--- config.mk ---
export PLATFORM = sky130hd
export DESIGN_NAME = forward_top
export DESIGN_NICKNAME = d
export VERILOG_FILES = /design/src/rv32i_pkg.sv /design/src/ex_forward_unit.sv /design/src/branch_forward_unit.sv /design/src/operand_router.sv /design/src/forward_top.sv
export SDC_FILE = /design/constraint.sdc
export NUM_CORES = 1
export LEC_CHECK = 0
export BUFFER_PORTS_ARGS = -buffer_cell sky130_fd_sc_hd__buf_2
export CELL_PAD_IN_SITES_DETAIL_PLACEMENT = 2
export CELL_PAD_IN_SITES_GLOBAL_PLACEMENT = 2
export CORE_AREA = 2 2 214 216
export DETAILED_ROUTE_END_ITERATION = 8
export DIE_AREA = 0 0 216 218
export PLACE_DENSITY = 0.73
export SLEW_MARGIN = 20
export SYNTH_ARGS = -nofsm -noshare
export SYNTH_HDL_FRONTEND = slang
export SYNTH_SLANG_ARGS = --single-unit
export TNS_END_PERCENT = 50
--- constraint.sdc ---
create_clock -name clk -period 0.8 [get_ports clk]
set_clock_uncertainty 0.2 [all_clocks]
set_input_delay 0.12 -clock clk [delete_from_list [all_inputs] [get_ports clk]]
set_output_delay 0.12 -clock clk [all_outputs]
set_load 0.1 [all_outputs]
--- src/rv32i_pkg.sv ---
`default_nettype none

package rv32i_pkg;

    // ******************************************************************
    // widths, fixed by the base isa
    // ******************************************************************
    localparam int XLEN       = 32;
    localparam int REG_ADDR_W = 5;

    // architectural register number, x0 hardwired to zero
    typedef logic [REG_ADDR_W-1:0] rv32i_reg;
    // one data word
    typedef logic [XLEN-1:0] rv32i_word;

    // major opcodes, bits [6:0] of the instruction
    typedef enum logic [6:0] {
        op_lui   = 7'b0110111,
        op_auipc = 7'b0010111,
        op_jal   = 7'b1101111,
        op_jalr  = 7'b1100111,
        op_br    = 7'b1100011,
        op_load  = 7'b0000011,
        op_store = 7'b0100011,
        op_imm   = 7'b0010011,
        op_reg   = 7'b0110011
    } rv32i_opcode_t;

    // branch condition, funct3 of a B-type instruction
    // 010 and 011 are not defined by the isa
    typedef enum logic [2:0] {
        beq  = 3'b000,
        bne  = 3'b001,
        blt  = 3'b100,
        bge  = 3'b101,
        bltu = 3'b110,
        bgeu = 3'b111
    } branch_funct3_t;

    // ******************************************************************
    // forwarding mux selects
    // ******************************************************************

    // source of an EX-stage alu operand
    typedef enum logic [2:0] {
        id_ex        = 3'd0,
        ex_mem       = 3'd1,
        u_imm_ex_mem = 3'd2,
        mem_wb       = 3'd3,
        u_imm_mem_wb = 3'd4,
        mem_wb_ld    = 3'd5
    } fwd_ex_sel_t;

    // source of the MEM-stage store data
    typedef enum logic {
        mem = 1'b0,
        wb  = 1'b1
    } fwd_st_sel_t;

    // source of a decode-stage branch comparison operand
    typedef enum logic [2:0] {
        id      = 3'd0,
        ex      = 3'd1,
        mem_alu = 3'd2,
        mem_ld  = 3'd3,
        wb_alu  = 3'd4,
        wb_ld   = 3'd5
    } fwd_br_sel_t;

endpackage : rv32i_pkg

`default_nettype wire

--- src/ex_forward_unit.sv ---
`timescale 1ns/100ps
`default_nettype none

module ex_forward_unit (
    // EX source registers
    input  rv32i_pkg::rv32i_reg      ex_rs1_i,
    input  rv32i_pkg::rv32i_reg      ex_rs2_i,
    // producers in MEM and WB
    input  rv32i_pkg::rv32i_reg      mem_rd_i,
    input  rv32i_pkg::rv32i_reg      mem_rs2_i,
    input  rv32i_pkg::rv32i_reg      wb_rd_i,
    input  logic                     mem_load_regfile_i,
    input  logic                     wb_load_regfile_i,
    input  rv32i_pkg::rv32i_opcode_t mem_opcode_i,
    input  rv32i_pkg::rv32i_opcode_t wb_opcode_i,
    // mux selects
    output rv32i_pkg::fwd_ex_sel_t   fwd_a_sel_o,
    output rv32i_pkg::fwd_ex_sel_t   fwd_b_sel_o,
    output rv32i_pkg::fwd_st_sel_t   fwd_st_sel_o
);
    import rv32i_pkg::*;

    // per-operand hazard flags
    logic mem_haz_a;
    logic wb_haz_a;
    logic mem_haz_b;
    logic wb_haz_b;
    // load in WB feeding a store in MEM
    logic ld_st_haz;

    // producer writes a nonzero rd that the consumer reads
    function automatic logic raw_hit(input logic we, input rv32i_reg rd, input rv32i_reg rs);
        raw_hit = we & (|rd) & (rd == rs);
    endfunction

    // newer stage wins, then refine by what the producer computes
    function automatic fwd_ex_sel_t pick_src(input logic          mem_hit,
                                             input logic          wb_hit,
                                             input rv32i_opcode_t mem_op,
                                             input rv32i_opcode_t wb_op);
        if (mem_hit) begin
            // lui result sits in the u immediate, not the alu bus
            if (mem_op == op_lui) pick_src = u_imm_ex_mem;
            else                  pick_src = ex_mem;
        end else if (wb_hit) begin
            if (wb_op == op_load)     pick_src = mem_wb_ld;
            else if (wb_op == op_lui) pick_src = u_imm_mem_wb;
            else                      pick_src = mem_wb;
        end else begin
            pick_src = id_ex;
        end
    endfunction

    // ******************************************************************
    // EX operand hazards
    // ******************************************************************
    always_comb begin
        mem_haz_a = raw_hit(mem_load_regfile_i, mem_rd_i, ex_rs1_i);
        wb_haz_a  = raw_hit(wb_load_regfile_i, wb_rd_i, ex_rs1_i);
        mem_haz_b = raw_hit(mem_load_regfile_i, mem_rd_i, ex_rs2_i);
        wb_haz_b  = raw_hit(wb_load_regfile_i, wb_rd_i, ex_rs2_i);

        fwd_a_sel_o = pick_src(mem_haz_a, wb_haz_a, mem_opcode_i, wb_opcode_i);
        fwd_b_sel_o = pick_src(mem_haz_b, wb_haz_b, mem_opcode_i, wb_opcode_i);
    end

    // ******************************************************************
    // store data, WB -> MEM
    // ******************************************************************
    always_comb begin
        // load value only exists in WB, store needs it now
        ld_st_haz = (mem_opcode_i == op_store)
                  & (wb_opcode_i == op_load)
                  & (|wb_rd_i)
                  & (wb_rd_i == mem_rs2_i);

        if (ld_st_haz) fwd_st_sel_o = wb;
        else           fwd_st_sel_o = mem;
    end

endmodule : ex_forward_unit

`default_nettype wire

--- src/branch_forward_unit.sv ---
`timescale 1ns/100ps
`default_nettype none

module branch_forward_unit (
    // decode-stage branch sources
    input  rv32i_pkg::rv32i_reg      id_rs1_i,
    input  rv32i_pkg::rv32i_reg      id_rs2_i,
    // producers further down the pipe
    input  rv32i_pkg::rv32i_reg      ex_rd_i,
    input  rv32i_pkg::rv32i_reg      mem_rd_i,
    input  rv32i_pkg::rv32i_reg      wb_rd_i,
    input  logic                     ex_load_regfile_i,
    input  logic                     mem_load_regfile_i,
    input  logic                     wb_load_regfile_i,
    input  rv32i_pkg::rv32i_opcode_t mem_opcode_i,
    input  rv32i_pkg::rv32i_opcode_t wb_opcode_i,
    // selects for comparator inputs
    output rv32i_pkg::fwd_br_sel_t   fwd_d_sel_o,
    output rv32i_pkg::fwd_br_sel_t   fwd_e_sel_o
);
    import rv32i_pkg::*;

    // hit flags, rs1 side (d) and rs2 side (e)
    logic ex_haz_d;
    logic mem_haz_d;
    logic wb_haz_d;
    logic ex_haz_e;
    logic mem_haz_e;
    logic wb_haz_e;

    function automatic logic raw_hit(input logic we, input rv32i_reg rd, input rv32i_reg rs);
        raw_hit = we & (|rd) & (rd == rs);
    endfunction

    // EX beats MEM beats WB
    // load data and alu results come back on separate buses
    function automatic fwd_br_sel_t pick_src(input logic          ex_hit,
                                             input logic          mem_hit,
                                             input logic          wb_hit,
                                             input rv32i_opcode_t mem_op,
                                             input rv32i_opcode_t wb_op);
        if (ex_hit) begin
            pick_src = ex;
        end else if (mem_hit) begin
            if (mem_op == op_load) pick_src = mem_ld;
            else                   pick_src = mem_alu;
        end else if (wb_hit) begin
            if (wb_op == op_load) pick_src = wb_ld;
            else                  pick_src = wb_alu;
        end else begin
            pick_src = id;
        end
    endfunction

    // ******************************************************************
    // branch operand hazards
    // ******************************************************************
    always_comb begin
        ex_haz_d  = raw_hit(ex_load_regfile_i, ex_rd_i, id_rs1_i);
        mem_haz_d = raw_hit(mem_load_regfile_i, mem_rd_i, id_rs1_i);
        wb_haz_d  = raw_hit(wb_load_regfile_i, wb_rd_i, id_rs1_i);

        ex_haz_e  = raw_hit(ex_load_regfile_i, ex_rd_i, id_rs2_i);
        mem_haz_e = raw_hit(mem_load_regfile_i, mem_rd_i, id_rs2_i);
        wb_haz_e  = raw_hit(wb_load_regfile_i, wb_rd_i, id_rs2_i);

        fwd_d_sel_o = pick_src(ex_haz_d, mem_haz_d, wb_haz_d, mem_opcode_i, wb_opcode_i);
        fwd_e_sel_o = pick_src(ex_haz_e, mem_haz_e, wb_haz_e, mem_opcode_i, wb_opcode_i);
    end

endmodule : branch_forward_unit

`default_nettype wire

--- src/operand_router.sv ---
`timescale 1ns/100ps
`default_nettype none

module operand_router (
    input  logic                      clk,
    input  logic                      rst_n_i,
    // selects from the two forwarding units
    input  rv32i_pkg::fwd_ex_sel_t    fwd_a_sel_i,
    input  rv32i_pkg::fwd_ex_sel_t    fwd_b_sel_i,
    input  rv32i_pkg::fwd_st_sel_t    fwd_st_sel_i,
    input  rv32i_pkg::fwd_br_sel_t    fwd_d_sel_i,
    input  rv32i_pkg::fwd_br_sel_t    fwd_e_sel_i,
    input  rv32i_pkg::branch_funct3_t br_funct3_i,
    // stage values
    input  rv32i_pkg::rv32i_word      id_rs1_val_i,
    input  rv32i_pkg::rv32i_word      id_rs2_val_i,
    input  rv32i_pkg::rv32i_word      ex_rs1_val_i,
    input  rv32i_pkg::rv32i_word      ex_rs2_val_i,
    input  rv32i_pkg::rv32i_word      ex_alu_i,
    input  rv32i_pkg::rv32i_word      mem_alu_i,
    input  rv32i_pkg::rv32i_word      mem_u_imm_i,
    input  rv32i_pkg::rv32i_word      mem_rdata_i,
    input  rv32i_pkg::rv32i_word      mem_rs2_val_i,
    input  rv32i_pkg::rv32i_word      wb_alu_i,
    input  rv32i_pkg::rv32i_word      wb_u_imm_i,
    input  rv32i_pkg::rv32i_word      wb_rdata_i,
    // registered results
    output rv32i_pkg::rv32i_word      ex_opnd_a_o,
    output rv32i_pkg::rv32i_word      ex_opnd_b_o,
    output rv32i_pkg::rv32i_word      mem_wdata_o,
    output logic                      br_taken_o
);
    import rv32i_pkg::*;

    rv32i_word opnd_a;
    rv32i_word opnd_b;
    rv32i_word st_data;
    rv32i_word br_lhs;
    rv32i_word br_rhs;
    logic      br_cond;

    // ALU operand mux, own value is the ID/EX register copy
    function automatic rv32i_word ex_mux(input fwd_ex_sel_t sel, input rv32i_word own_val);
        case (sel)
            ex_mem:       ex_mux = mem_alu_i;
            u_imm_ex_mem: ex_mux = mem_u_imm_i;
            mem_wb:       ex_mux = wb_alu_i;
            u_imm_mem_wb: ex_mux = wb_u_imm_i;
            mem_wb_ld:    ex_mux = wb_rdata_i;
            default:      ex_mux = own_val;
        endcase
    endfunction

    // comparator mux, own value is the regfile read
    function automatic rv32i_word br_mux(input fwd_br_sel_t sel, input rv32i_word own_val);
        case (sel)
            ex:      br_mux = ex_alu_i;
            mem_alu: br_mux = mem_alu_i;
            mem_ld:  br_mux = mem_rdata_i;
            wb_alu:  br_mux = wb_alu_i;
            wb_ld:   br_mux = wb_rdata_i;
            default: br_mux = own_val;
        endcase
    endfunction

    // ******************************************************************
    // operand muxes and branch compare
    // ******************************************************************
    always_comb begin
        opnd_a  = ex_mux(fwd_a_sel_i, ex_rs1_val_i);
        opnd_b  = ex_mux(fwd_b_sel_i, ex_rs2_val_i);
        st_data = (fwd_st_sel_i == wb) ? wb_rdata_i : mem_rs2_val_i;
        br_lhs  = br_mux(fwd_d_sel_i, id_rs1_val_i);
        br_rhs  = br_mux(fwd_e_sel_i, id_rs2_val_i);

        case (br_funct3_i)
            beq:     br_cond = (br_lhs == br_rhs);
            bne:     br_cond = (br_lhs != br_rhs);
            blt:     br_cond = ($signed(br_lhs) < $signed(br_rhs));
            bge:     br_cond = ($signed(br_lhs) >= $signed(br_rhs));
            bltu:    br_cond = (br_lhs < br_rhs);
            bgeu:    br_cond = (br_lhs >= br_rhs);
            // reserved funct3, never taken
            default: br_cond = 1'b0;
        endcase
    end

    // one cycle of latency, all results move together
    always_ff @(posedge clk or negedge rst_n_i) begin
        if (!rst_n_i) begin
            ex_opnd_a_o <= '0;
            ex_opnd_b_o <= '0;
            mem_wdata_o <= '0;
            br_taken_o  <= 1'b0;
        end else begin
            ex_opnd_a_o <= opnd_a;
            ex_opnd_b_o <= opnd_b;
            mem_wdata_o <= st_data;
            br_taken_o  <= br_cond;
        end
    end

endmodule : operand_router

`default_nettype wire

--- src/forward_top.sv ---
`timescale 1ns/100ps
`default_nettype none

module forward_top (
    input  logic                      clk,
    input  logic                      rst_n_i,
    // register numbers per stage
    input  rv32i_pkg::rv32i_reg       id_rs1_i,
    input  rv32i_pkg::rv32i_reg       id_rs2_i,
    input  rv32i_pkg::rv32i_reg       ex_rd_i,
    input  rv32i_pkg::rv32i_reg       ex_rs1_i,
    input  rv32i_pkg::rv32i_reg       ex_rs2_i,
    input  rv32i_pkg::rv32i_reg       mem_rd_i,
    input  rv32i_pkg::rv32i_reg       mem_rs2_i,
    input  rv32i_pkg::rv32i_reg       wb_rd_i,
    // regfile write enables
    input  logic                      ex_load_regfile_i,
    input  logic                      mem_load_regfile_i,
    input  logic                      wb_load_regfile_i,
    input  rv32i_pkg::rv32i_opcode_t  mem_opcode_i,
    input  rv32i_pkg::rv32i_opcode_t  wb_opcode_i,
    input  rv32i_pkg::branch_funct3_t br_funct3_i,
    // values held in the pipeline registers
    input  rv32i_pkg::rv32i_word      id_rs1_val_i,
    input  rv32i_pkg::rv32i_word      id_rs2_val_i,
    input  rv32i_pkg::rv32i_word      ex_rs1_val_i,
    input  rv32i_pkg::rv32i_word      ex_rs2_val_i,
    input  rv32i_pkg::rv32i_word      ex_alu_i,
    input  rv32i_pkg::rv32i_word      mem_alu_i,
    input  rv32i_pkg::rv32i_word      mem_u_imm_i,
    input  rv32i_pkg::rv32i_word      mem_rdata_i,
    input  rv32i_pkg::rv32i_word      mem_rs2_val_i,
    input  rv32i_pkg::rv32i_word      wb_alu_i,
    input  rv32i_pkg::rv32i_word      wb_u_imm_i,
    input  rv32i_pkg::rv32i_word      wb_rdata_i,
    // registered results
    output rv32i_pkg::rv32i_word      ex_opnd_a_o,
    output rv32i_pkg::rv32i_word      ex_opnd_b_o,
    output rv32i_pkg::rv32i_word      mem_wdata_o,
    output logic                      br_taken_o
);
    import rv32i_pkg::*;

    // selects between the hazard units and the router
    fwd_ex_sel_t fwd_a_sel;
    fwd_ex_sel_t fwd_b_sel;
    fwd_st_sel_t fwd_st_sel;
    fwd_br_sel_t fwd_d_sel;
    fwd_br_sel_t fwd_e_sel;

    // ******************************************************************
    // hazard detection, both combinational
    // ******************************************************************
    ex_forward_unit u_ex_fwd (
        .fwd_a_sel_o  (fwd_a_sel),
        .fwd_b_sel_o  (fwd_b_sel),
        .fwd_st_sel_o (fwd_st_sel),
        .*
    );

    branch_forward_unit u_br_fwd (
        .fwd_d_sel_o (fwd_d_sel),
        .fwd_e_sel_o (fwd_e_sel),
        .*
    );

    // value muxes, compare, output flops
    operand_router u_router (
        .fwd_a_sel_i  (fwd_a_sel),
        .fwd_b_sel_i  (fwd_b_sel),
        .fwd_st_sel_i (fwd_st_sel),
        .fwd_d_sel_i  (fwd_d_sel),
        .fwd_e_sel_i  (fwd_e_sel),
        .*
    );

endmodule : forward_top

`default_nettype wire

# After elaboration in Yosys (flattened, before gate mapping)
# Cells that the tools add are included.
# W data, S select, Z words.
# word_totals
in_bits	446
ff_bits	97
output_inout_bits	97
elab_cells	93
# classes
muxes	22
n_bitwise	16
n_eq_ne	43
n_lt_le_gt_ge	4
reduce_logical	4
# op_table
cell	n
$pmux W32 S5	4
$ge A32 B32 Y1	2
$lt A32 B32 Y1	2
$eq A5 B5 Y1	11
$eq A3 B3 Y1 const B	12
$mux W3	12
$eq A32 B32 Y1	1
$mux W32	1
$ne A32 B32 Y1	1
$eq A3 B2 Y1 const B	8
$eq A7 B6 Y1 const B	3
$and A1 B1 Y1	16
$eq A3 B1 Y1 const B	5
$reduce_or A5 Y1	3
$eq A7 B2 Y1 const B	2
$pmux W1 S6	1
$logic_not A3 Y1	1
$mux W1	3
$mux W2	1

# Depth between registers and ports, before layout
# Gate-level depths: netlist (run 1).
# logic_depth
word_depth	10
ltp_mapped	16
mapped_depth_nobuf	13

# Cells and area by module
# Synthesis (run 1) repeated with hierarchy kept, for this count alone.
# unflattened
hier_cells	1655
hier_area_um2	11747.5
# modules_own_cells
mod	seq_area_each_um2	area_per_inst_um2	cells_per_inst	n_inst
operand_router	2427.3	10736.5	1521	1
branch_forward_unit	0.0	514.2	67	1
ex_forward_unit	0.0	496.7	67	1

# Least setup slack after synthesis (run 1)
# No wires, ideal clock.
# synth_path
path_type	input-to-reg
start	input port wb_rd_i[3]
end	register u_router.br_taken_o
path_stages	16
setup_ns	0.094
arrival_ns	3.374
path_slack_ns	-2.868
path_buffers	3
required_time_ns	0.506
path_cell_list	buf_4 -> or4_4 -> o21ai_4 -> nor4_2 -> or3_1 -> buf_2 -> clkbuf_1 -> nor2_1 -> a21oi_1 -> ha_1 -> and4_1 -> nor4bb_1 -> nand3_1 -> o211ai_1 -> o211ai_1 -> a211oi_1
# synth_via
elab_chain_len	10
elab_cells_between_ends	31
classes_between	4 x order compare; 14 x eq/ne; 9 x mux; 3 x bitwise; 1 x reduce/logical
# synth_rtl
element	line	source
start: declaration	forward_top.sv:15	input rv32i_pkg::rv32i_reg wb_rd_i,
$reduce_or A5 Y1	branch_forward_unit.sv:32	raw_hit = we & (|rd) & (rd == rs);
$and A1 B1 Y1 (2 in a row)	branch_forward_unit.sv:32	
$mux W3	branch_forward_unit.sv:47	end else if (wb_hit) begin
$mux W3	branch_forward_unit.sv:44	end else if (mem_hit) begin
$mux W3	branch_forward_unit.sv:42	if (ex_hit) begin
$eq A3 B3 Y1, or another cell as far along	operand_router.sv:56	case (sel)
$pmux W32 S5	operand_router.sv:56	
$ge A32 B32 Y1, or another cell as far along	operand_router.sv:82	bgeu: br_cond = (br_lhs >= br_rhs);
$pmux W1 S6 *	operand_router.sv:76	case (br_funct3_i)
net u_router.br_cond	operand_router.sv:40	logic br_cond;
end signal: assignment	operand_router.sv:99	br_taken_o <= br_cond;
end: declaration	operand_router.sv:31	output logic br_taken_o
# The timed path passes the listed nets; every way through them passes the cells marked *.

# Final worst setup path (run 1)
# layout_path
start	input port mem_rd_i[4]
end	register u_router.br_taken_o
# layout_via
elab_chain_len	9
elab_cells_between_ends	29
classes_between	4 x order compare; 14 x eq/ne; 7 x mux; 3 x bitwise; 1 x reduce/logical
# layout_rtl
element	line	source
start: declaration	forward_top.sv:13	input rv32i_pkg::rv32i_reg mem_rd_i,
$reduce_or A5 Y1	branch_forward_unit.sv:32	
$and A1 B1 Y1 (2 in a row)	branch_forward_unit.sv:32	
$mux W3	branch_forward_unit.sv:44	
$mux W3	branch_forward_unit.sv:42	
$eq A3 B3 Y1, or another cell as far along	operand_router.sv:56	
$pmux W32 S5	operand_router.sv:56	
$ge A32 B32 Y1, or another cell as far along	operand_router.sv:82	
$pmux W1 S6 *	operand_router.sv:76	
net u_router.br_cond	operand_router.sv:40	
# Marks and branches as above.

==> results.yml, run 1 <==
outcome:
  status: "finished, violations left"
  violations: "hold timing, setup timing"
die:
  coreArea_sq_um: 44900
  dieHeight_um: 218
  die_x_um: 216
  num_rows: 78
  dieArea_sq_um: 47100
  start_util: 0.195
  ios: 543
finish:
  fin_cells: 2406
  final_cell_mix: "buf_2 (434), buf_4 (201), mux2i_1 (155)"
  drive_gt1_frac: 0.605
  fin_area_sq_um: 18400
  area_growth_syn_to_layout_pct: 110
  fillers: 4761
  nNetsFinal: 2249
  final_common_cell: "buf_2"
logic_synthesis:
  yosysWarnings: 0
  synth_edf_count: 0
  seq_area_frac_synth: 0.277
  synth_xor_area_frac: 0.0549
  synthFlopType: "dfrtp_1"
  synthAdderAreaFrac: 0.0457
  syn_area_per_cell_sq_um: 8.80
  synth_mux_area_frac: 0.221
  synth_cell_types: 47
  synth_cells: 996
  synth_fp_nets: 1474
  ys_seq_elements: 97
  syn_area_sq_um: 8770
  async_reset_ff_frac: 1.00
  yosys.area_share.simple: 0.146
  synth_top_family_by_area: "multiplexers"
  synth_compound_area_frac: 0.209
clock_network:
  clock-root-buffer: "clkbuf_16"
  htreeDepth: 3
  numCtsBuffers: 9
  clock_path_buffers: 2
  cts.sinks: 97
  cts_tree: "built"
  clk_pin_slew_worst_paths_ps: 80
min_path:
  holdCritPathClass: "input port to async pin"
sta:
  hold_viol: 186
  tightestPinTransition_ps: 648
  final.min_clock_period_ps: 3540
  hold-worst-slack_ps: -591
  fmax_mhz: 282
  min_period_over_period: 4.43
  drv_slew: 0
  slew_headroom: 0.568
  fin_ws_ps: -2740
  setup_viol: 194
  rsz0062_at_grt: "yes"
placement:
  placed_cell_area_sq_um: 15800
  io_buffers: 542
  dp_hpwl_um: 54300
  globalplace.congestion: 0.930
  placed_cells: 2302
pwr:
  internal_power_w: 0.0120
  ir_drop_v: 0.000780
  swShare: 0.421
  p_clk_frac: 0.234
  seqPwrFrac: 0.269
  leakage_nw: 8.49
  power_density_nw_per_um2: 1130
  p_switching_w: 0.00876
  comb_power_share: 0.497
setup_path:
  required_ps: 910
  worstSetupEndpointType: "register"
  crit_fanout: 7
  start_kind: "input port"
  critical_path_class: "input port to register"
  worstPathArrival_ps: 3650
global_routing:
  grt_max_degree: 33
  antenna_found_initial: 38
  grt_pass1_vias: 14100
  grt-ovfl-total: 0
  grt_use_total: 0.300
  grt_pass1_wl_um: 102000
route:
  routed_wl_um: 76300
  drt_iter0_drc: 752
  viasPerCell: 5.24
  drc_errors: 0
  ant_nets: 0
  dr_total_vias: 12600
  detail_route.wl_per_cell_um: 31.7
  drtPass1Iterations: 4
flow_run:
  drv_cap: 0
layout make-up:
| type | instances | area [sq um] | share of cell area |
|---|---|---|---|
| flip-flops and latches | 97 | 2430 | 0.132 |
| clock buffers | 11 | 243 | 0.0132 |
| repair buffers | 847 | 7570 | 0.411 |
| clock inverters | 4 | 52.6 | 0.00285 |
| diodes | 31 | 77.6 | 0.00421 |
| inverters | 8 | 30.0 | 0.00163 |
| well taps | 600 | 751 | 0.0408 |
| multi-input cells | 808 | 7260 | 0.394 |
kinds of logic (layout without fill, tap and decap cells):
kind of cell,count (synthesis),after routing
AND/OR/NAND/NOR,267,267
XOR/XNOR,55,55
flip-flops,97,97
buffers and inverters,91,870
adder cells (fa/ha/maj),32,32
multiplexers,190,190
AO/OA/AOI/OAI,264,264
other,0,31
routing by layer:
layer	vias up	track usage	share of wire
li1	5335	-	-
met1	6371	0.336	0.38
met2	650	0.535	0.51
met3	236	0.0690	0.057
met4	22	0.146	0.052
met5	-	0	0.0019
power groups by stage:
stage               combinational (W)  clock (W)  sequential, W
floorplan                     0.00212          0        0.00782
global placement              0.00890          0        0.00562
detailed placement            0.00920          0        0.00565
CTS                           0.00983    0.00481        0.00556
global route                   0.0107    0.00504        0.00560
finish                         0.0103    0.00487        0.00558
synthesized netlist by cell type (2+ instances only):
| cell type | n | area share |
|---|---|---|
| mux2i_1 | 158 | 0.18 |
| nand2_1 | 138 | 0.059 |
| dfrtp_1 | 97 | 0.28 |
| a21oi_1 | 77 | 0.044 |
| o21ai_0 | 69 | 0.039 |
| clkbuf_1 | 59 | 0.025 |
| xnor2_1 | 40 | 0.040 |
| a221oi_1 | 34 | 0.034 |
| and3_1 | 34 | 0.024 |
| nor2_1 | 34 | 0.015 |
| ha_1 | 32 | 0.046 |
| o221ai_1 | 32 | 0.032 |
| o221a_2 | 30 | 0.039 |
| mux2_2 | 29 | 0.037 |
| nand3_1 | 17 | 0.0097 |
| buf_2 | 15 | 0.0086 |
| xor2_1 | 15 | 0.015 |
| inv_1 | 8 | 0.0034 |
| nor3_1 | 7 | 0.0040 |
| buf_6 | 6 | 0.0077 |
| nor4_2 | 6 | 0.0086 |
| nand4_1 | 5 | 0.0036 |
| or3_1 | 5 | 0.0036 |
| a211oi_1 | 4 | 0.0034 |
| nor4_1 | 4 | 0.0029 |
| a21o_1 | 3 | 0.0026 |
| and4_1 | 3 | 0.0030 |
| mux2_1 | 3 | 0.0039 |
| o211ai_1 | 3 | 0.0026 |
| o22ai_1 | 3 | 0.0021 |
| and2_1 | 2 | 0.0014 |
| buf_1 | 2 | 0.00086 |
| nor2b_1 | 2 | 0.0014 |
| nor4bb_1 | 2 | 0.0023 |
| o21a_1 | 2 | 0.0017 |
| o21ai_4 | 2 | 0.0037 |
| or2_2 | 2 | 0.0014 |
| or4_1 | 2 | 0.0017 |
| or4_4 | 2 | 0.0026 |
sequential cells by signal, summed over array words and instances (netlist names):
signal / flops
u_router.ex_opnd_b_o: 32
u_router.ex_opnd_a_o: 32
u_router.br_taken_o: 1
u_router.mem_wdata_o: 32
timing repair:
action	in CTS	in global routing
hold endpoints to repair	192	191
resized for setup	242	86
pin swaps	108	72
endpoints found under the setup margin	194	194
cloned	12	8
buffers inserted	49	10
worst max-delay path, stage by stage:
cell      delay (ps)
buf_6             90
or4_4            540
o21ai_4          260
nor3_2           100
or3_4            470
buf_12           180
buf_6            140
a21oi_1          220
ha_1             280
and4_1           190
nor4bb_4         150
buf_4            150
a311o_1          310
o211ai_1         110
o211ai_1         130
a211oi_2         210
worst max-delay path by stage:
stage	cells past startpoint	startpoint	slack, ps	endpoint
2_1_floorplan	16	mem_rd_i[0]	-2760	u_router.br_taken_o
3_3_place_gp	17	ex_rd_i[1]	-3130	u_router.br_taken_o
3_5_place_dp	16	ex_rd_i[1]	-3220	u_router.br_taken_o
4_1_cts	17	ex_rd_i[4]	-2660	u_router.br_taken_o
5_1_grt	19	mem_rd_i[4]	-2860	u_router.br_taken_o
6_report	16	mem_rd_i[4]	-2740	u_router.br_taken_o
per-stage QoR:
stage	TNS [ps]	worst slack, ps	hold WS [ps]	utilization	power [W]
floorplan	-151250	-2760	-376	-	0.00994
global placement	-154920	-3130	-203	0.351	0.0145
detailed placement	-160970	-3220	-198	0.351	0.0148
CTS	-171620	-2660	-611	0.396	0.0202
global route	-179010	-2860	-602	0.410	0.0214
finish	-171140	-2740	-591	0.410	0.0208
(Power assumes the default switching activity.)
==> run 2: changes to the inputs <==
--- a/config.mk
+++ b/config.mk
@@ -5,13 +5,14 @@
 export SDC_FILE = /design/constraint.sdc
 export NUM_CORES = 1
 export LEC_CHECK = 0
+export ABC_AREA = 1
 export BUFFER_PORTS_ARGS = -buffer_cell sky130_fd_sc_hd__buf_2
 export CELL_PAD_IN_SITES_DETAIL_PLACEMENT = 2
 export CELL_PAD_IN_SITES_GLOBAL_PLACEMENT = 2
-export CORE_AREA = 2 2 214 216
+export CORE_ASPECT_RATIO = 1.5
+export CORE_UTILIZATION = 21
 export DETAILED_ROUTE_END_ITERATION = 8
-export DIE_AREA = 0 0 216 218
-export PLACE_DENSITY = 0.73
+export PLACE_DENSITY = 0.79
 export SLEW_MARGIN = 20
 export SYNTH_ARGS = -nofsm -noshare
 export SYNTH_HDL_FRONTEND = slang
==> run 2 against run 1 <==
  * The run still ends with hold timing, setup timing left
  * Cell area grew 34%
  * Global-route usage grew 5.0 points
  * Sequential power is essentially flat
  * Via count grew 65%
  * Total power grew 12%
  * Worst setup slack gained 270 ps
  * Sequential share of layout area shrank 3.3 points
  * Die area grew 28%
  * Clock power grew 0.8%
  * Critical path type unchanged
  * Largest cell class unchanged
  * Largest power group unchanged
==> results.yml, run 2 <==
outcome:
  status: "finished, violations left"
  violations: "hold timing, setup timing"
logic_synthesis:
  synth_edf_count: 0
  syn_area_sq_um: 12500
  synth_cells: 2258
  seq_area_frac_synth: 0.195
  syn_area_per_cell_sq_um: 5.52
  async_reset_ff_frac: 1.00
  yosysWarnings: 0
  ys_top_cells_by_area: "dfrtp_1 (19%), nand2_1 (19%), nand4_1 (12%)"
  synth_most_common_cell: "nand2_1"
  yosysTopAreaCell: "dfrtp_1"
  synthFlopType: "dfrtp_1"
  synth_fp_nets: 2736
  synth_top_area_share: 0.195
  synth_common_cells: "nand2_1 (618), nor2_1 (382), inv_1 (338), nand4_1 (233), nand3_1 (136)"
  synth_cell_types: 43
  ys_seq_elements: 97
sta:
  setup_viol: 194
  drv_slew: 0
  hold-worst-slack_ps: -275
  final.min_clock_period_ps: 3280
  hold_viol: 92
  fin_ws_ps: -2480
  tightestPinTransition_ps: 553
  rsz0062_at_grt: "yes"
  fmax_mhz: 305
  slew_headroom: 0.630
  min_period_over_period: 4.10
global_routing:
  antenna_found_initial: 29
  grt_pass1_vias: 22500
  grt-ovfl-total: 0
  grt_pass1_wl_um: 153000
  grt_use_total: 0.350
  grt_max_degree: 65
route:
  highest_layer: "met5"
  dr_total_vias: 20800
  drt_iter0_drc: 1382
  wl_met2_um: 55000
  wl_met1_um: 42000
  ant_nets: 0
  drtPass1Iterations: 7
  detail_route.wl_per_cell_um: 28.4
  viasPerCell: 5.16
  drc_errors: 0
  met3_length_um: 7000
  routed_wl_um: 114000
flow_run:
  drv_cap: 0
clock_network:
  cts.sinks: 97
  clk_pin_slew_worst_paths_ps: 80
  clock_path_buffers: 2
  postCtsHoldBufs: 7
  clock-root-buffer: "clkbuf_16"
  cts_tree: "built"
  numCtsBuffers: 9
  htreeDepth: 3
pwr:
  power_density_nw_per_um2: 946
  leakage_nw: 12.8
  ir_drop_v: 0.000888
  finalPower_w: 0.0233
placement:
  placed_cell_area_sq_um: 20800
  dp_hpwl_um: 84800
  io_buffers: 542
  globalplace.congestion: 0.948
setup_path:
  critical_path_class: "input port to register"
  crit_fanout: 6
  start_kind: "input port"
  required_ps: 900
  worstPathArrival_ps: 3380
  worstSetupEndpointType: "register"
finish:
  top_regs: "u_router.ex_opnd_a_o (32), u_router.ex_opnd_b_o (32), u_router.mem_wdata_o (32)"
  area_growth_syn_to_layout_pct: 97.6
  nNetsFinal: 3697
  drive_gt1_frac: 0.466
  fillers: 6905
  fin_area_sq_um: 24600
  multi_input_area_sq_um: 9460
  final_cell_mix: "nand2_1 (505), buf_2 (425), buf_4 (367)"
  seqCellArea_sq_um: 2430
  final_common_cell: "nand2_1"
die:
  ios: 543
  start_util: 0.212
  coreArea_sq_um: 58800
  dieArea_sq_um: 60300
  die_x_um: 201
  dieHeight_um: 300
  num_rows: 109
min_path:
  holdCritPathClass: "input port to register"
## run 2: cell families after synthesis
group	share of synthesized area
and+or+nand+nor	0.546
buffers and inverters	0.158
AOI/OAI and AO/OA	0.0456
DFF	0.195
xor gates and xnor gates	0.0239
adders and majority gates	0.0321
## run 2: report_power, final
group | leakage (nW) | internal [W] | switching (W)
Combinational | 11.5 | 0.00506 | 0.00775
Clock | 0.155 | 0.00249 | 0.00242
Sequential | 1.13 | 0.00525 | 0.000318
## run 2: worst paths after layout
check | from | to | slack (ps) | depth (start not counted)
worst min-delay path | mem_rs2_val_i[2] | u_router.mem_wdata_o[2] | -270 | 3
worst max-delay path | id_rs1_i[1] | u_router.br_taken_o | -2480 | 24
max in group asynchronous | rst_n_i | u_router.ex_opnd_a_o[19] | 90 | 3
min in group asynchronous | rst_n_i | u_router.ex_opnd_a_o[25] | 20 | 3
## run 2: area by class of cell
class / count / share of cell area
Antenna cell: 29 / 0.00295
Clock buffer: 9 / 0.00915
Clock inverter: 7 / 0.00361
Inverter: 359 / 0.0580
Multi-Input combinational cell: 1675 / 0.384
Sequential cell: 97 / 0.0986
Tap cell: 777 / 0.0395
Timing Repair Buffer: 1077 / 0.404
## run 2: timing repair
| action | 4_1_cts | 5_1_grt |
|---|---|---|
| pin swaps | 150 | 142 |
| cloned | 16 | 4 |
| endpoints found under the setup margin | 194 | 194 |
| gates resized for setup | 302 | 250 |
| setup buffers | 61 | 41 |
| endpoints found under the hold margin | 194 | 92 |
## run 2: per-layer routing
layer  track usage  up-vias
li1              -     9077
met1         0.391    10300
met2         0.603     1024
met3        0.0521      410
met4         0.260        2
met5             0        -
## run 2: critical path, stage by stage
cell	delay, ps
buf_8	110
xnor2_2	150
nand2_1	80
nor2_2	160
nand3_4	160
buf_12	180
buf_4	130
nand4_4	120
buf_8	170
buf_6	140
buf_4	120
o21ai_0	110
nor2_2	220
nor2_1	80
ha_1	300
nand4_1	220
nor3b_4	320
nand2_2	80
nand2_1	70
nand2_1	60
inv_1	50
nand2_1	50
nor2_1	100
nand3_1	70
## run 2: metrics by stage
step	TNS [ps]	cells	util	hold slack, ps	setup slack (ps)
6_report	-170890	4030	0.419	-275	-2480
5_1_grt	-178630	4028	0.419	-270	-2580
4_1_cts	-145520	3964	0.397	-282	-2300
3_5_place_dp	-162050	3867	0.354	-75.2	-3030
3_3_place_gp	-157100	3867	0.354	-80.9	-3030
2_1_floorplan	-126610	2258	-	-376	-2170
==> run 3: changes to the inputs <==
--- a/config.mk
+++ b/config.mk
@@ -6,13 +6,13 @@
 export NUM_CORES = 1
 export LEC_CHECK = 0
 export ABC_AREA = 1
-export BUFFER_PORTS_ARGS = -buffer_cell sky130_fd_sc_hd__buf_2
 export CELL_PAD_IN_SITES_DETAIL_PLACEMENT = 2
 export CELL_PAD_IN_SITES_GLOBAL_PLACEMENT = 2
 export CORE_ASPECT_RATIO = 1.5
-export CORE_UTILIZATION = 21
+export CORE_UTILIZATION = 28
 export DETAILED_ROUTE_END_ITERATION = 8
-export PLACE_DENSITY = 0.79
+export DONT_BUFFER_PORTS = 1
+export PLACE_DENSITY = 0.78
 export SLEW_MARGIN = 20
 export SYNTH_ARGS = -nofsm -noshare
 export SYNTH_HDL_FRONTEND = slang
==> run 3 against run 2 <==
  * The flow now stops in global routing
  * Synthesized area unchanged
  * Synthesized cell count unchanged
==> results.yml, run 3 <==
outcome:
  status: "stopped before the end"
  stop_error: "[ERROR GRT-0232] Routing congestion too high. Check the congestion heatmap in the GUI."
  haltStage: "global routing"
logic_synthesis:
  yosysWarnings: 0
  synth_top_area_share: 0.195
  seq_area_frac_synth: 0.195
  synth_cell_types: 43
  syn_area_sq_um: 12500
  async_reset_ff_frac: 1.00
  ys_seq_elements: 97
  synth_common_cells: "nand2_1 (618), nor2_1 (382), inv_1 (338), nand4_1 (233), nand3_1 (136)"
  synth_edf_count: 0
  syn_area_per_cell_sq_um: 5.52
  synthFlopType: "dfrtp_1"
  yosysTopAreaCell: "dfrtp_1"
  ys_top_cells_by_area: "dfrtp_1 (19%), nand2_1 (19%), nand4_1 (12%)"
  synth_fp_nets: 2736
  synth_most_common_cell: "nand2_1"
  synth_cells: 2258
clock_network:
  clock-root-buffer: "clkbuf_16"
  htreeDepth: 3
  cts.sinks: 97
  numCtsBuffers: 9
  clock_path_buffers: 2
sta:
  grt-worst-endpoint: "u_router.br_taken_o$_DFF_PN0_/D"
  endpoint_type: "register input"
die:
  ios: 543
  die_x_um: 174
  num_rows: 94
  dieHeight_um: 260
  start_util: 0.284
global_routing:
  grt-ovfl-total: 5
  grt_max_degree: 98
  grt_use_total: 0.664
placement:
  placed_cell_area_sq_um: 17000
  dp_hpwl_um: 73700
  globalplace.congestion: 0.991
  io_buffers: 0
run 3: layer usage:
layer  global-route usage  overflow
met5               0.0427         0
met4                0.754         1
met3                0.416         0
met2                0.928         4
met1                0.623         0
run 3: per-stage QoR:
stage | setup TNS (ps) | util | cells | hold WS [ps] | setup WS, ps
3_3_place_gp | -139970 | 0.387 | 3047 | -373 | -2920
2_1_floorplan | -126610 | - | 2258 | -376 | -2170
3_5_place_dp | -148880 | 0.387 | 3047 | -374 | -2970
4_1_cts | -130650 | 0.480 | 3240 | -810 | -2130
run 3: kinds of logic after synthesis:
family	after synthesis	synth area share
AND/OR/NAND/NOR	1499	0.546
flip-flops	97	0.195
adder cells (fa/ha/maj)	32	0.0321
AO/OA/AOI/OAI	110	0.0456
buffers and inverters	486	0.158
XOR/XNOR	34	0.0239
run 3: what timing repair did:
item	4_1_cts
hold buffers	56
endpoints found under the hold margin	194
gates resized for setup	373
pin swaps	182
endpoints found under the setup margin	194
cloned	39
setup buffers	88
==> run 4: changes to the inputs <==
--- a/config.mk
+++ b/config.mk
@@ -6,13 +6,10 @@
 export NUM_CORES = 1
 export LEC_CHECK = 0
 export ABC_AREA = 1
-export CELL_PAD_IN_SITES_DETAIL_PLACEMENT = 2
-export CELL_PAD_IN_SITES_GLOBAL_PLACEMENT = 2
-export CORE_ASPECT_RATIO = 1.5
-export CORE_UTILIZATION = 28
+export CORE_UTILIZATION = 25
 export DETAILED_ROUTE_END_ITERATION = 8
 export DONT_BUFFER_PORTS = 1
-export PLACE_DENSITY = 0.78
+export PLACE_DENSITY_LB_ADDON = 0.15
 export SLEW_MARGIN = 20
 export SYNTH_ARGS = -nofsm -noshare
 export SYNTH_HDL_FRONTEND = slang
==> constraint.sdc (replaced) <==
create_clock -name clk -period 1.05 [get_ports clk]
set_clock_uncertainty 0.2 [all_clocks]
set_input_delay 0.1575 -clock clk [delete_from_list [all_inputs] [get_ports clk]]
set_output_delay 0.1575 -clock clk [all_outputs]
set_load 0.1 [all_outputs]
==> run 4 against run 3 <==
  * The flow now finishes, with violations (hold timing, setup timing)
==> results.yml, run 4 (synthesis gave the netlist of run 2 again) <==
finish:
  final_cell_mix: "nand2_1 (497), inv_1 (320), nor2_1 (290)"
  final_common_cell: "nand2_1"
  nNetsFinal: 3339
  drive_gt1_frac: 0.339
  area_growth_syn_to_layout_pct: 91.8
  top_regs: "u_router.ex_opnd_a_o (32), u_router.ex_opnd_b_o (32), u_router.mem_wdata_o (32)"
  fin_cells: 3550
  fillers: 4935
sta:
  hold_viol: 115
  fin_ws_ps: -1840
  tightestPinTransition_ps: 623
  final.min_clock_period_ps: 2890
  slew_headroom: 0.583
  drv_slew: 0
  min_period_over_period: 2.75
  setup_viol: 194
  rsz0062_at_grt: "yes"
  fmax_mhz: 346
  hold-worst-slack_ps: -751
  setup_tns_ps: -84390
die:
  die_x_um: 225
  ios: 543
  dieArea_sq_um: 50700
  num_rows: 81
  coreArea_sq_um: 49100
  dieHeight_um: 225
  start_util: 0.254
clock_network:
  clock_path_buffers: 2
  numCtsBuffers: 9
  clock-root-buffer: "clkbuf_16"
  cts_tree: "built"
  htreeDepth: 3
  clk_pin_slew_worst_paths_ps: 80
  cts.sinks: 97
global_routing:
  antenna_found_initial: 12
  grt_max_degree: 98
  grt-ovfl-total: 0
  grt_use_total: 0.355
  grt_pass1_vias: 18300
  grt_pass1_wl_um: 128000
placement:
  io_buffers: 0
  place_ws_ps: -2360
  dp_hpwl_um: 66700
  placed_cells: 3149
  globalplace.congestion: 0.948
route:
  drt_iter0_drc: 1759
  drtPass1Iterations: 8
  ant_nets: 0
  routed_wl_um: 92700
  dr_total_vias: 18400
  viasPerCell: 5.17
  detail_route.wl_per_cell_um: 26.1
  drc_errors: 0
pwr:
  leakage_nw: 11.2
  ir_drop_v: 0.000863
  power_density_nw_per_um2: 671
setup_path:
  worstPathArrival_ps: 2980
  crit_family: "simple AND/OR/NAND/NOR gates"
  crit_buf_inv: 4
  crit_fanout: 8
  start_kind: "input port"
  required_ps: 1140
  worstSetupEndpointType: "register"
  path_cells: "xnor2_4 > nand2_2 > nor2_4 > nand3_4 > nand3_4 > buf_12 > clkinvlp_4 > buf_6 > nor2_2 > nand4_1 > nand2_1 > ha_4 > nand2_2 > nor2_1 > nand2_1 > nand2_1 > a21oi_2 > buf_6 > nand2_1 > nand2_1 > nand3_1 > nand2_1 > nand3_2"
  cp_slowest_stage_delay_ps: 230
  crit_top_cell: "nand2_1"
  critical_path_class: "input port to register"
  critPathSlowestCell: "nand3_4"
min_path:
  holdCritPathClass: "input port to async pin"
outcome:
  violations: "hold timing, setup timing"
  status: "finished, violations left"
flow_run:
  drv_cap: 0
run 4: metal layers:
metal  global-route usage  vias to the layer above  part of all wire
met5                    0                        -           0.00033
li1                     -                     8379                 -
met2                0.574                     1063              0.46
met3               0.0940                      236             0.096
met1                0.409                     8679              0.37
met4                0.246                        4             0.074
run 4: final cells by class:
type	count	area [sq um]	share of cell area
clock inverters	7	82.6	0.00345
multi-input cells	1675	9830	0.411
repair buffers	717	9000	0.377
flip-flops and latches	97	2430	0.102
clock buffers	9	225	0.00942
diodes	20	50.0	0.00209
inverters	359	1450	0.0605
repair inverters	2	15.0	0.000628
well taps	664	831	0.0348
run 4: how the worst max path moves through the flow:
stage	from	depth (start not counted)	slack (ps)	endpoint
5_1_grt	ex_rd_i[2]	28	-2040	u_router.br_taken_o
3_3_place_gp	ex_rd_i[1]	22	-2370	u_router.br_taken_o
6_report	id_rs2_i[1]	23	-1840	u_router.br_taken_o
2_1_floorplan	wb_rd_i[1]	26	-1960	u_router.br_taken_o
4_1_cts	ex_rd_i[1]	26	-1840	u_router.br_taken_o
3_5_place_dp	ex_rd_i[1]	25	-2360	u_router.br_taken_o
run 4: repair_timing:
action	4_1_cts	5_1_grt
gates resized for setup	354	276
pin swaps	167	207
hold endpoints to repair	194	112
setup endpoints to repair	194	194
hold buffers	241	1
buffers inserted	67	42
cloned	30	4
run 4: metrics by stage:
step                utilization  power [W]  instance area (sq um)  hold WS, ps
floorplan                     -    0.00800                  12700         -338
finish                    0.487     0.0160                  23900         -751
CTS                       0.462     0.0157                  22600         -778
global route              0.487     0.0166                  23900         -773
detailed placement        0.351     0.0104                  17200         -335
global placement          0.351     0.0104                  17200         -335
run 4: report_power, final:
part | switching, W | leakage [nW] | total [W] | internal [W]
logic | 0.00470 | 9.95 | 0.00817 | 0.00348
registers | 0.000228 | 1.13 | 0.00423 | 0.00400
clock network | 0.00193 | 0.147 | 0.00363 | 0.00170
